===== config.mk =====
export PLATFORM = sky130hd
export DESIGN_NAME = adc_rx_core
export DESIGN_NICKNAME = d
export VERILOG_FILES = /design/src/common/adc_rx_pkg.sv /design/src/record/adc_record_ctrl.sv /design/src/adc_credit_tx.sv /design/src/adc_rx_core.sv /design/src/adc_sample_delay.sv /design/src/adc_word_pack.sv /design/src/trigger/adc_trigger_decode.sv
export SDC_FILE = /design/constraint.sdc
export NUM_CORES = 2
export LEC_CHECK = 0
export BUFFER_PORTS_ARGS = -buffer_cell sky130_fd_sc_hd__buf_2
export CAP_MARGIN = 25
export CORE_ASPECT_RATIO = 1.5
export CORE_MARGIN = 5
export CORE_UTILIZATION = 25
export DETAILED_ROUTE_END_ITERATION = 12
export PLACE_DENSITY_LB_ADDON = 0.25
export SLEW_MARGIN = 20
export SYNTH_ARGS = -nofsm -noshare
export SYNTH_HDL_FRONTEND = slang
export SYNTH_SLANG_ARGS = --single-unit

===== constraint.sdc =====
create_clock -name ADC_ENC -period 5.7 [get_ports ADC_ENC]
set_input_delay 0.285 -clock ADC_ENC [delete_from_list [all_inputs] [get_ports ADC_ENC]]
set_output_delay 0.285 -clock ADC_ENC [all_outputs]
set_load 0.02 [all_outputs]

===== src/common/adc_rx_pkg.sv =====
/*
 * ADC receiver shared definitions
 * sample, output word, record counter and threshold mode types
 */
package adc_rx_pkg;

    localparam int SAMPLE_W = 14;
    localparam int WORD_W   = 32;
    localparam int REC_W    = 24;
    localparam int LOST_W   = 8;

    // one raw ADC conversion, unsigned
    typedef logic [SAMPLE_W-1:0] sample_t;

    // tagged word handed to the consumer
    typedef logic [WORD_W-1:0] word_t;

    // record length and running position
    typedef logic [REC_W-1:0] rec_cnt_t;

    // dropped word count, saturates at all ones
    typedef logic [LOST_W-1:0] lost_cnt_t;

    // threshold trigger condition on the delayed sample
    typedef enum logic [1:0] {
        THR_OFF   = 2'd0,
        THR_BELOW = 2'd1, // sample below threshold
        THR_ABOVE = 2'd2, // sample above threshold
        THR_FALL  = 2'd3  // drop since last sample exceeds threshold
    } thr_mode_t;

endpackage


===== src/record/adc_record_ctrl.sv =====
/*
 * Record execution
 * counts the configured number of samples after a start, or runs forever
 */
`timescale 1ns/1ps

module adc_record_ctrl (
    input  logic                 ADC_ENC,
    input  logic                 rst_adc_sync,
    input  logic                 trig_start,
    input  adc_rx_pkg::rec_cnt_t cfg_data_cnt,
    output logic                 sample_en,
    output logic                 first_sample,
    output logic                 done
);
    import adc_rx_pkg::*;

    localparam rec_cnt_t REC_MAX = {REC_W{1'b1}};

    rec_cnt_t rec_cnt;
    logic     forever_mode;
    logic     last_sample;
    logic     accept;

    assign forever_mode = (cfg_data_cnt == '0);

    // zero means idle, 1..cfg_data_cnt are sample positions
    assign sample_en    = (rec_cnt != '0) && (forever_mode || rec_cnt <= cfg_data_cnt);
    assign first_sample = sample_en && (rec_cnt == rec_cnt_t'(1));
    assign last_sample  = sample_en && !forever_mode && (rec_cnt == cfg_data_cnt);

    // a finite record in progress is not restarted
    assign accept = trig_start && (!sample_en || forever_mode);

    always_ff @(posedge ADC_ENC) begin
        if (rst_adc_sync) begin
            rec_cnt <= '0;
        end else if (accept) begin
            rec_cnt <= rec_cnt_t'(1);
        end else if (last_sample) begin
            rec_cnt <= '0; // back to idle
        end else if (sample_en && rec_cnt != REC_MAX) begin
            rec_cnt <= rec_cnt + 1'b1; // forever mode parks at max
        end
    end

    always_ff @(posedge ADC_ENC) begin
        if (rst_adc_sync) begin
            done <= 1'b1;
        end else if (accept) begin
            done <= 1'b0;
        end else if (last_sample) begin
            done <= 1'b1;
        end
    end

endmodule


===== src/adc_credit_tx.sv =====
/*
 * Word transmit stage
 * small word buffer drained against consumer credits, counts dropped words
 */
`timescale 1ns/1ps

module adc_credit_tx #(
    parameter int FIFO_DEPTH = 8,
    parameter int CREDITS    = 4
) (
    input  logic                  ADC_ENC,
    input  logic                  rst_adc_sync,
    input  adc_rx_pkg::word_t     pack_data,
    input  logic                  pack_valid,
    input  logic                  credit_return,
    output adc_rx_pkg::word_t     word_data,
    output logic                  word_valid,
    output adc_rx_pkg::lost_cnt_t lost_count
);
    import adc_rx_pkg::*;

    localparam int AW = $clog2(FIFO_DEPTH);
    localparam int OW = $clog2(FIFO_DEPTH + 1);
    localparam int CW = $clog2(CREDITS + 1);

    word_t         buf_mem [FIFO_DEPTH];
    logic [AW-1:0] wr_ptr;
    logic [AW-1:0] rd_ptr;
    logic [OW-1:0] occupancy;
    logic [CW-1:0] credits;
    logic          full;
    logic          push;
    logic          pop;

    assign full = (occupancy == OW'(FIFO_DEPTH));
    assign push = pack_valid && !full;
    assign pop  = (credits != '0) && (occupancy != '0);

    assign word_valid = pop; // one credit spent per valid cycle
    assign word_data  = buf_mem[rd_ptr];

    always_ff @(posedge ADC_ENC) begin
        if (push) begin
            buf_mem[wr_ptr] <= pack_data;
        end
    end

    always_ff @(posedge ADC_ENC) begin
        if (rst_adc_sync) begin
            wr_ptr    <= '0;
            rd_ptr    <= '0;
            occupancy <= '0;
        end else begin
            if (push) begin
                wr_ptr <= (wr_ptr == AW'(FIFO_DEPTH - 1)) ? '0 : wr_ptr + 1'b1;
            end
            if (pop) begin
                rd_ptr <= (rd_ptr == AW'(FIFO_DEPTH - 1)) ? '0 : rd_ptr + 1'b1;
            end
            occupancy <= occupancy + OW'(push) - OW'(pop);
        end
    end

    // spend and return may land in the same cycle
    always_ff @(posedge ADC_ENC) begin
        if (rst_adc_sync) begin
            credits <= CW'(CREDITS);
        end else begin
            credits <= credits + CW'(credit_return) - CW'(pop);
        end
    end

    always_ff @(posedge ADC_ENC) begin
        if (rst_adc_sync) begin
            lost_count <= '0;
        end else if (pack_valid && full && lost_count != '1) begin
            lost_count <= lost_count + 1'b1; // saturating
        end
    end

endmodule


===== src/adc_rx_core.sv =====
/*
 * ADC receiver acquisition core
 * delay, trigger decode, record, word packing and credit transmit
 */
`timescale 1ns/1ps

module adc_rx_core #(
    parameter logic [1:0] ADC_ID     = 2'd0,
    parameter logic [0:0] HEADER_ID  = 1'b0,
    parameter int         DLY_DEPTH  = 256,
    parameter int         FIFO_DEPTH = 8,
    parameter int         CREDITS    = 4
) (
    input  logic                  ADC_ENC,
    input  logic                  rst_adc_sync,
    input  adc_rx_pkg::sample_t   adc_in,
    input  logic                  adc_sync,
    input  logic                  ext_trigger,
    input  logic                  start,
    input  logic                  cfg_start_with_sync,
    input  logic                  cfg_en_ext_trigger,
    input  logic                  cfg_single_data,
    input  adc_rx_pkg::thr_mode_t cfg_thr_mode,
    input  adc_rx_pkg::sample_t   cfg_threshold,
    input  adc_rx_pkg::rec_cnt_t  cfg_data_cnt,
    input  logic [7:0]            cfg_sample_dly,
    input  logic                  credit_return,
    output adc_rx_pkg::word_t     word_data,
    output logic                  word_valid,
    output logic                  done,
    output adc_rx_pkg::lost_cnt_t lost_count
);
    import adc_rx_pkg::*;

    sample_t dly_sample;
    logic    trig_start;
    logic    sync_rise;
    logic    sample_en;
    logic    first_sample;
    word_t   pack_data;
    logic    pack_valid;

    adc_sample_delay #(
        .DLY_DEPTH (DLY_DEPTH)
    ) u_delay (
        .ADC_ENC        (ADC_ENC),
        .rst_adc_sync   (rst_adc_sync),
        .adc_in         (adc_in),
        .cfg_sample_dly (cfg_sample_dly),
        .dly_sample     (dly_sample)
    );

    adc_trigger_decode u_trigger (
        .ADC_ENC             (ADC_ENC),
        .rst_adc_sync        (rst_adc_sync),
        .start               (start),
        .adc_sync            (adc_sync),
        .ext_trigger         (ext_trigger),
        .cfg_start_with_sync (cfg_start_with_sync),
        .cfg_en_ext_trigger  (cfg_en_ext_trigger),
        .cfg_thr_mode        (cfg_thr_mode),
        .cfg_threshold       (cfg_threshold),
        .dly_sample          (dly_sample),
        .trig_start          (trig_start),
        .sync_rise           (sync_rise)
    );

    adc_record_ctrl u_record (
        .ADC_ENC      (ADC_ENC),
        .rst_adc_sync (rst_adc_sync),
        .trig_start   (trig_start),
        .cfg_data_cnt (cfg_data_cnt),
        .sample_en    (sample_en),
        .first_sample (first_sample),
        .done         (done)
    );

    adc_word_pack #(
        .ADC_ID    (ADC_ID),
        .HEADER_ID (HEADER_ID)
    ) u_pack (
        .ADC_ENC         (ADC_ENC),
        .rst_adc_sync    (rst_adc_sync),
        .dly_sample      (dly_sample),
        .sample_en       (sample_en),
        .first_sample    (first_sample),
        .sync_rise       (sync_rise),
        .cfg_single_data (cfg_single_data),
        .pack_data       (pack_data),
        .pack_valid      (pack_valid)
    );

    adc_credit_tx #(
        .FIFO_DEPTH (FIFO_DEPTH),
        .CREDITS    (CREDITS)
    ) u_tx (
        .ADC_ENC       (ADC_ENC),
        .rst_adc_sync  (rst_adc_sync),
        .pack_data     (pack_data),
        .pack_valid    (pack_valid),
        .credit_return (credit_return),
        .word_data     (word_data),
        .word_valid    (word_valid),
        .lost_count    (lost_count)
    );

endmodule


===== src/adc_sample_delay.sv =====
/*
 * ADC sample delay line
 * ring memory giving the sample from a programmable number of cycles back
 */
`timescale 1ns/1ps

module adc_sample_delay #(
    parameter int DLY_DEPTH = 256
) (
    input  logic                ADC_ENC,
    input  logic                rst_adc_sync,
    input  adc_rx_pkg::sample_t adc_in,
    input  logic [7:0]          cfg_sample_dly,
    output adc_rx_pkg::sample_t dly_sample
);
    import adc_rx_pkg::*;

    localparam int AW = $clog2(DLY_DEPTH);

    sample_t       dly_mem [DLY_DEPTH];
    logic [AW-1:0] wr_ptr;
    logic [AW-1:0] rd_ptr;
    logic [AW-1:0] dly_w;
    sample_t       rd_q;

    assign dly_w  = AW'(cfg_sample_dly);
    assign rd_ptr = wr_ptr - dly_w + AW'(1); // one slot ahead, read adds a cycle

    always_ff @(posedge ADC_ENC) begin
        if (rst_adc_sync) begin
            wr_ptr <= '0;
        end else begin
            wr_ptr <= wr_ptr + 1'b1; // free running
        end
    end

    always_ff @(posedge ADC_ENC) begin
        dly_mem[wr_ptr] <= adc_in;
        if (dly_w == AW'(1)) begin
            rd_q <= adc_in; // that slot is written this very cycle
        end else begin
            rd_q <= dly_mem[rd_ptr];
        end
    end

    // zero delay skips the memory
    assign dly_sample = (dly_w == '0) ? adc_in : rd_q;

endmodule


===== src/adc_word_pack.sv =====
/*
 * Word result stage
 * packs one or two samples into a tagged 32-bit word
 */
`timescale 1ns/1ps

module adc_word_pack #(
    parameter logic [1:0] ADC_ID    = 2'd0,
    parameter logic [0:0] HEADER_ID = 1'b0
) (
    input  logic                ADC_ENC,
    input  logic                rst_adc_sync,
    input  adc_rx_pkg::sample_t dly_sample,
    input  logic                sample_en,
    input  logic                first_sample,
    input  logic                sync_rise,
    input  logic                cfg_single_data,
    output adc_rx_pkg::word_t   pack_data,
    output logic                pack_valid
);
    import adc_rx_pkg::*;

    sample_t prev_sample;
    logic    prev_rise;
    logic    phase;      // high when a held sample waits for its pair
    logic    pair_done;

    // second sample of a pair, the first of a record never closes one
    assign pair_done = sample_en && !first_sample && phase;

    always_ff @(posedge ADC_ENC) begin
        if (rst_adc_sync) begin
            phase <= 1'b0;
        end else if (sample_en) begin
            phase <= first_sample ? 1'b1 : ~phase;
        end
    end

    always_ff @(posedge ADC_ENC) begin
        if (sample_en) begin
            prev_sample <= dly_sample;
            prev_rise   <= sync_rise; // edge seen with that sample
        end
    end

    always_ff @(posedge ADC_ENC) begin
        if (rst_adc_sync) begin
            pack_valid <= 1'b0;
        end else if (cfg_single_data) begin
            pack_valid <= sample_en;
        end else begin
            pack_valid <= pair_done;
        end
    end

    always_ff @(posedge ADC_ENC) begin
        if (sample_en) begin
            if (cfg_single_data) begin
                pack_data <= {HEADER_ID, ADC_ID, first_sample, {SAMPLE_W{1'b0}}, dly_sample};
            end else begin
                pack_data <= {HEADER_ID, ADC_ID, prev_rise, prev_sample, dly_sample};
            end
        end
    end

endmodule


===== src/trigger/adc_trigger_decode.sv =====
/*
 * Record trigger decode
 * merges start, sync edge, external and threshold events into one start pulse
 */
`timescale 1ns/1ps

module adc_trigger_decode (
    input  logic                  ADC_ENC,
    input  logic                  rst_adc_sync,
    input  logic                  start,
    input  logic                  adc_sync,
    input  logic                  ext_trigger,
    input  logic                  cfg_start_with_sync,
    input  logic                  cfg_en_ext_trigger,
    input  adc_rx_pkg::thr_mode_t cfg_thr_mode,
    input  adc_rx_pkg::sample_t   cfg_threshold,
    input  adc_rx_pkg::sample_t   dly_sample,
    output logic                  trig_start,
    output logic                  sync_rise
);
    import adc_rx_pkg::*;

    logic    sync_prev;
    logic    sync_wait;
    sample_t prev_dly;
    sample_t fall_diff;
    logic    start_cond;
    logic    ext_hit;
    logic    thr_hit;

    assign sync_rise = adc_sync & ~sync_prev;

    always_ff @(posedge ADC_ENC) begin
        if (rst_adc_sync) begin
            sync_prev <= 1'b0;
            sync_wait <= 1'b0;
        end else begin
            sync_prev <= adc_sync;
            if (start) begin
                sync_wait <= 1'b1; // armed until the next edge
            end else if (sync_rise) begin
                sync_wait <= 1'b0;
            end
        end
    end

    // last delayed sample for the fall compare
    always_ff @(posedge ADC_ENC) begin
        prev_dly <= dly_sample;
    end

    assign fall_diff = prev_dly - dly_sample; // wraps, unsigned 14 bit

    always_comb begin
        case (cfg_thr_mode)
            THR_BELOW: thr_hit = (dly_sample < cfg_threshold);
            THR_ABOVE: thr_hit = (dly_sample > cfg_threshold);
            THR_FALL:  thr_hit = (fall_diff > cfg_threshold);
            default:   thr_hit = 1'b0;
        endcase
    end

    assign start_cond = cfg_start_with_sync ? (sync_wait & sync_rise) : start;
    assign ext_hit    = cfg_en_ext_trigger & ext_trigger;

    always_ff @(posedge ADC_ENC) begin
        if (rst_adc_sync) begin
            trig_start <= 1'b0;
        end else begin
            trig_start <= start_cond | ext_hit | thr_hit;
        end
    end

endmodule

# After elaboration in Yosys (flattened, before gate mapping)
# Memories as Yosys holds them, arrays and structs flattened. A register that Yosys moved wholly into a read port is not among the register bits.
# Cells that the tools add are included.
[totals]
reg_bits = 120
latch_bits = 0
ramBits = 3840
romBits = 0
output_inout_bits = 42
word_cells = 100
memories = 2
[memory_table]
columns = ["memory", "words", "word_bits", "rd", "rd_ports_with_merged_regs", "wr", "line_no", "text"]
rows = [
  ["u_delay.dly_mem", 256, 14, 1, 1, 1, "adc_sample_delay.sv:20", "sample_t dly_mem [DLY_DEPTH];"],
  ["u_tx.buf_mem", 8, 32, 1, 1, 1, "adc_credit_tx.sv:26", "word_t buf_mem [FIFO_DEPTH];"],
]
[classes]
addsub = 12
multipliers = 0
n_div = 0
magnitude_cmp = 4
n_eq_ne = 10
shift = 0
muxes = 19
n_bitwise = 7
n_reduce_logical = 27
[ops]
columns = ["op", "n"]
rows = [
  ["2-to-1 mux 29 bit", 1],
  ["greater-than comparator 14 bit", 2],
  ["adder 24 x 1 -> 24 bit (second input constant)", 1],
  ["adder 8 x 1 -> 8 bit (second input constant)", 3],
  ["== test 24 x 1 -> 1 bit (second input constant)", 1],
  ["== test 24 bit", 1],
  ["less-or-equal comparator 24 bit", 1],
  ["logical NOT 24 bit", 1],
  ["inequality test 24 bit (second input constant)", 1],
  ["nonzero test 24 bit", 1],
  ["< comparator 14 bit", 1],
  ["2-to-1 mux 14 bit", 1],
  ["subtractor 14 bit", 1],
  ["logical AND 1 bit", 12],
  ["2-to-1 mux 1 bit", 12],
  ["2-to-1 mux 3 bit", 4],
  ["logical NOT 8 bit", 1],
  ["inequality test 8 bit (second input constant)", 1],
  ["subtractor 8 bit", 1],
  ["adder 3 x 1 -> 3 bit (second input constant)", 2],
  ["== test 3 bit (second input constant)", 2],
  ["nonzero test 3 bit", 2],
  ["adder 4 x 1 -> 4 bit", 1],
  ["== test 2 bit (second input constant)", 2],
  ["other kinds (14)", 23],
]

# Depth between registers and ports, before layout
[logic_depth]
ltp_word = 8
ltp_mapped = 25
mapped_depth_nobuf = 24

# Modules after synthesis
# From an unflattened synthesis, not the netlist that was laid out.
[unflattened]
hier_cells = 7585
hier_area_um2 = 155984.6
[by_module_without_submodules]
columns = ["mod", "instances", "cells_per_inst", "area_per_inst_um2"]
rows = [
  ["adc_sample_delay", 1, 6506, 139699.0],
  ["adc_credit_tx", 1, 512, 11068.1],
  ["adc_record_ctrl", 1, 292, 2323.5],
  ["adc_trigger_decode", 1, 217, 1776.7],
  ["adc_word_pack", 1, 58, 1117.3],
]

# Least setup slack after synthesis
# Ideal clock, no wire load.
[synth_path]
path_kind = "in2reg"
startpoint = "input port cfg_sample_dly[4]"
endpoint = "register u_trigger.trig_start"
t_arrival_ns = 4.388
required_time_ns = 5.568
slack_ns = 1.180
path_stages = 24
cell_sequence = "nor4_2 -> nand2_2 -> buf_6 -> mux2_2 -> ha_1 -> inv_1 -> ha_1 -> nor3_1 -> maj3_2 -> o21bai_2 -> maj3_2 -> nand2_2 -> a31oi_4 -> a211o_1 -> a21oi_2 -> xnor2_1 -> ha_1 -> nand3_1 -> nor2_1 -> nand2_1 -> o311ai_0 -> nand2_1 -> a21oi_1 -> a21oi_1"
[synth_between]
elab_chain_len = 6
elab_cells_between_ends = 8
[synth_rtl]
columns = ["item", "line_no", "text"]
rows = [
  ["start, declared", "adc_rx_core.sv:26", "input logic [7:0] cfg_sample_dly,"],
  ["logical NOT 8 bit (*)", "adc_sample_delay.sv:47", "assign dly_sample = (dly_w == '0) ? adc_in : rd_q;"],
  ["2-to-1 mux 14 bit (*)", "adc_sample_delay.sv:47", ""],
  ["named net dly_sample[0]", "adc_rx_core.sv:35", "sample_t dly_sample;"],
  ["subtractor 14 bit", "adc_trigger_decode.sv:52", "assign fall_diff = prev_dly - dly_sample;"],
  ["greater-than comparator 14 bit", "adc_trigger_decode.sv:58", "THR_FALL: thr_hit = (fall_diff > cfg_threshold);"],
  ["one-hot mux 1 bit (3 select lines) (*)", "adc_trigger_decode.sv:55", "case (cfg_thr_mode)"],
  ["bitwise OR 1 bit (*)", "adc_trigger_decode.sv:70", "trig_start <= start_cond | ext_hit | thr_hit;"],
  ["end signal, assigned", "adc_trigger_decode.sv:70", ""],
  ["end, declared", "adc_trigger_decode.sv:18", "output logic trig_start,"],
]
# The timed path passes the listed nets; every way through them passes the cells marked *.
# A chain may end at the register's enable or synchronous reset.

# Worst setup path after layout
[layout_path]
startpoint = "input port cfg_sample_dly[6]"
endpoint = "register u_trigger.trig_start"
[layout_between]
elab_chain_len = 6
elab_cells_between_ends = 8
[layout_rtl]
columns = ["item", "line_no"]
rows = [
  ["logical NOT 8 bit (*)", "adc_sample_delay.sv:47"],
  ["2-to-1 mux 14 bit (*)", "adc_sample_delay.sv:47"],
  ["subtractor 14 bit", "adc_trigger_decode.sv:52"],
  ["greater-than comparator 14 bit", "adc_trigger_decode.sv:58"],
  ["one-hot mux 1 bit (3 select lines) (*)", "adc_trigger_decode.sv:55"],
  ["bitwise OR 1 bit (*)", "adc_trigger_decode.sv:70"],
]
# Every way passes the cells marked *; elsewhere a longest branch is shown, timed or not.

==> flow_metrics.py <==
metrics = {
    "final_layout": {
        "multiInputGateArea_sq_um": 34200,
        "syn_to_final_growth_pct": 17.2,
        "drive_gt1_share_pct": 32.9,
        "instances_no_fill": 15716,
        "nets": 7436,
        "fill_cells": 59415,
        "seqCellArea_sq_um": 117000,
        "design_area_sq_um": 179000,
        "fin_util_pct": 29.3,
    },
    "route": {
        "wire_per_inst_um": 27.4,
        "drt_iter0_markers": 5779,
        "ant_nets": 0,
        "via_per_inst": 4.49,
        "dr.pass1.iters": 5,
        "drc_errors": 0,
        "num_vias": 70590,
        "routed_wl_mm": 431,
    },
    "cts": {
        "numCtsBuffers": 362,
        "path_clk_slew_ns": 0.06,
        "cts_tree": "done",
        "clock_sinks": 3936,
        "htreeDepth": 5,
        "worst_skew_pair.late_latency_ns": 0.93,
        "cts_max_path_buffers": 4,
        "cts_root_buf": "clkbuf_16",
    },
    "min_path": {
        "min_path_cells": 6,
        "hold_path.class": "primary input to flop",
    },
    "power": {
        "combPwrFrac_pct": 16.3,
        "seq_power_share_pct": 48.2,
        "pwr-share-clk_pct": 35.4,
        "p_sw_mw": 17.6,
        "swShare_pct": 25.8,
        "power.internal_mw": 50.6,
        "cellLeakagePower_nw": 55.2,
        "p_total_mw": 68.2,
        "worst_ir_drop_vdd_v": 0.000234,
        "power_density_nw_per_um2": 380,
    },
    "yosys": {
        "syn_area_sq_um": 153000,
        "ys_seq_area_share_pct": 76.6,
        "synthCells": 6601,
        "ys_warn_count": 0,
        "ys_seq_elements": 3936,
        "synth-async-reset-ratio_pct": 0,
        "synth_enable_flop_cells": 3846,
        "yosysUniqueCellTypes": 66,
        "avgSynthCellArea_sq_um": 23.2,
        "ys.flop_type": "edfxtp_1",
    },
    "placed_design": {
        "dp_hpwl_mm": 276,
        "place_congestion": 0.802,
        "place_area_sq_um": 167000,
        "dp.cells": 15004,
        "io_buffer_count": 109,
        "post-place-ws_ns": 0.571,
    },
    "critical_path": {
        "crit_path_start_kind": "primary input",
        "critPathArrivalTime_ns": 6.35,
        "reg2reg_depth": 24,
        "critical_path.endpoint_type": "flop",
        "criticalPathCategory": "primary input to flop",
        "crit_fanout": 4,
        "worst-endpoint-required_ns": 6.56,
    },
    "global_route": {
        "grt_pass1_vias": 75843,
        "grt_use_total_pct": 13.4,
        "antenna_found_initial": 20,
        "grt.overflow.total": 0,
        "grt_pass1_wl_mm": 606,
        "grt_max_degree": 179,
    },
    "floorplan": {
        "rows": 352,
        "start_util_pct": 25.0,
        "die_area_sq_um": 628000,
        "die_h_um": 968,
        "core_area_sq_um": 611000,
        "io_pins": 113,
        "die_x_um": 649,
    },
    "sta": {
        "skew_ns": 0.0475,
        "tightest_slew_ns": 1.28,
        "max-slew-margin-rel_pct": 14.6,
        "clock.fmax_mhz": 182,
        "whs_ns": 0.135,
        "final-max-slew-violation-count": 0,
        "setup_violations": 0,
        "finalHoldViolCount": 0,
        "finalCritPeriodShare_pct": 96.3,
        "min_period_ns": 5.49,
        "fin_ws_ns": 0.211,
        "tns_ns": 0,
    },
    "run_status": {
        "status": "finished clean",
    },
    "run": {
        "max_cap_violations": 0,
    },
}
[timing repair]
action                     4_1_cts  5_1_grt
buffers inserted                 0        0
setup endpoints to repair        0        1
hold buffers                    37        0
hold endpoints to repair       574        0
resized for setup                0        6
[layout by cell type (no fill, tap or decap), types with 34 or more instances in the layout]
cell type,netlist,layout
a21oi_1,43,43
buf_12,0,67
buf_2,104,95
buf_4,6,414
clkbuf_1,184,71
clkbuf_16,0,367
clkinv_1,0,75
clkinv_2,0,63
dfxtp_1,90,88
dlygate4sd3_1,0,37
edfxtp_1,3846,3846
ha_1,92,90
inv_1,94,94
mux2_2,40,40
mux4_2,1225,1225
nand2_1,92,76
nor2_1,364,314
nor2_2,0,43
nor2b_1,37,34
nor3_1,44,37
xnor2_1,51,45
[metal layers]
metal	routed length [um]	vias to the layer above	GRT usage, %
met2	236000	1643	25.3
met4	16500	2	4.74
li1	-	29251	-
met1	162000	39145	15.5
met3	16200	549	1.59
met5	13	-	0
[logic make-up after synthesis]
group,after synthesis,share of synthesized area [%]
AND/OR/NAND/NOR,649,1.88
flip-flops,3936,76.6
XOR/XNOR,65,0.382
buffers and inverters,434,1.23
adder cells (fa/ha/maj),100,0.827
AO/OA/AOI/OAI,125,0.538
multiplexers,1291,18.5
other,1,0.00245
[sequential cells by signal (all words and copies together), names as in the netlist, 8 cells and up, named ones only]
signal and cells:
u_delay.dly_mem 3584, u_delay.rd_q 14, u_delay.wr_ptr 8, u_pack.pack_data 16
u_pack.prev_sample 13, u_record.rec_cnt 24, u_trigger.prev_dly 14, u_tx.buf_mem 232
u_tx.lost_count 8
[cell type report]
class / instances / share of cell area [%]
Clock inverter: 211 / 1.12
Antenna cell: 16 / 0.0223
Multi-Input combinational cell: 2233 / 19.1
Tap cell: 8142 / 5.68
Clock buffer: 441 / 5.29
Inverter: 94 / 0.197
Sequential cell: 3936 / 65.4
Timing Repair Buffer: 643 / 3.20
[synthesized netlist by cell type (all sizes together), types with 8 or more instances]
master,number,share of area (%)
xor2,13,0.074
buf,156,0.55
nand4,19,0.078
nor4,17,0.078
mux2,40,0.29
nor2,364,0.89
edfxtp,3846,75
o21ai,21,0.069
dfxtp,90,1.2
nand2,94,0.23
nor3,44,0.14
nor2b,37,0.15
mux2i,26,0.18
a211oi,18,0.088
nand2b,8,0.033
xnor2,51,0.29
inv,94,0.23
a21o,19,0.093
clkbuf,184,0.45
nand3,25,0.082
ha,92,0.75
and3,17,0.069
a21oi,44,0.15
mux4,1225,18
[critical path, cell delays in order]
cell	delay, ns
dlygate4sd3_1	0.54
buf_2	0.15
or4_4	0.55
o21ai_2	0.20
nand2_1	0.12
xnor2_1	0.15
ha_1	0.22
nor3_4	0.23
maj3_2	0.27
o21bai_2	0.06
maj3_2	0.34
nand2_2	0.10
a31oi_4	0.11
a211o_1	0.29
a21oi_2	0.17
xnor2_1	0.09
ha_1	0.31
nand3_1	0.11
nor2_1	0.14
nand2_1	0.10
o221ai_1	0.24
o311ai_2	0.15
nand2_1	0.09
a21oi_1	0.07
dlygate4sd3_1	0.56
a21oi_1	0.13
dlygate4sd3_1	0.56
[worst paths after layout]
kind / slack, ns / end / startpoint
worst max register to register: 0.36 / u_trigger.trig_start$_SDFF_PP0_ / u_delay.rd_q[1]$_DFF_P_
worst min-delay path: 0.13 / u_record.rec_cnt[0]$_SDFFE_PP0P_ / cfg_data_cnt[19]
worst max-delay path: 0.21 / u_trigger.trig_start$_SDFF_PP0_ / cfg_sample_dly[6]
worst min register to register: 0.51 / flop / u_tx.rd_ptr[1]$_SDFFE_PP0P_
[power groups by stage]
| stage | Clock [mW] | Combinational [mW] | Sequential (mW) |
|---|---|---|---|
| 2_1_floorplan | 0 | 6.68 | 33.2 |
| 4_1_cts | 24.9 | 11.5 | 32.9 |
| 6_report | 24.2 | 11.1 | 32.9 |
| 3_3_place_gp | 0 | 11.3 | 33.5 |
| 3_5_place_dp | 0 | 11.4 | 33.5 |
| 5_1_grt | 26.0 | 11.8 | 32.9 |
Power figures use the tool's default switching activity.
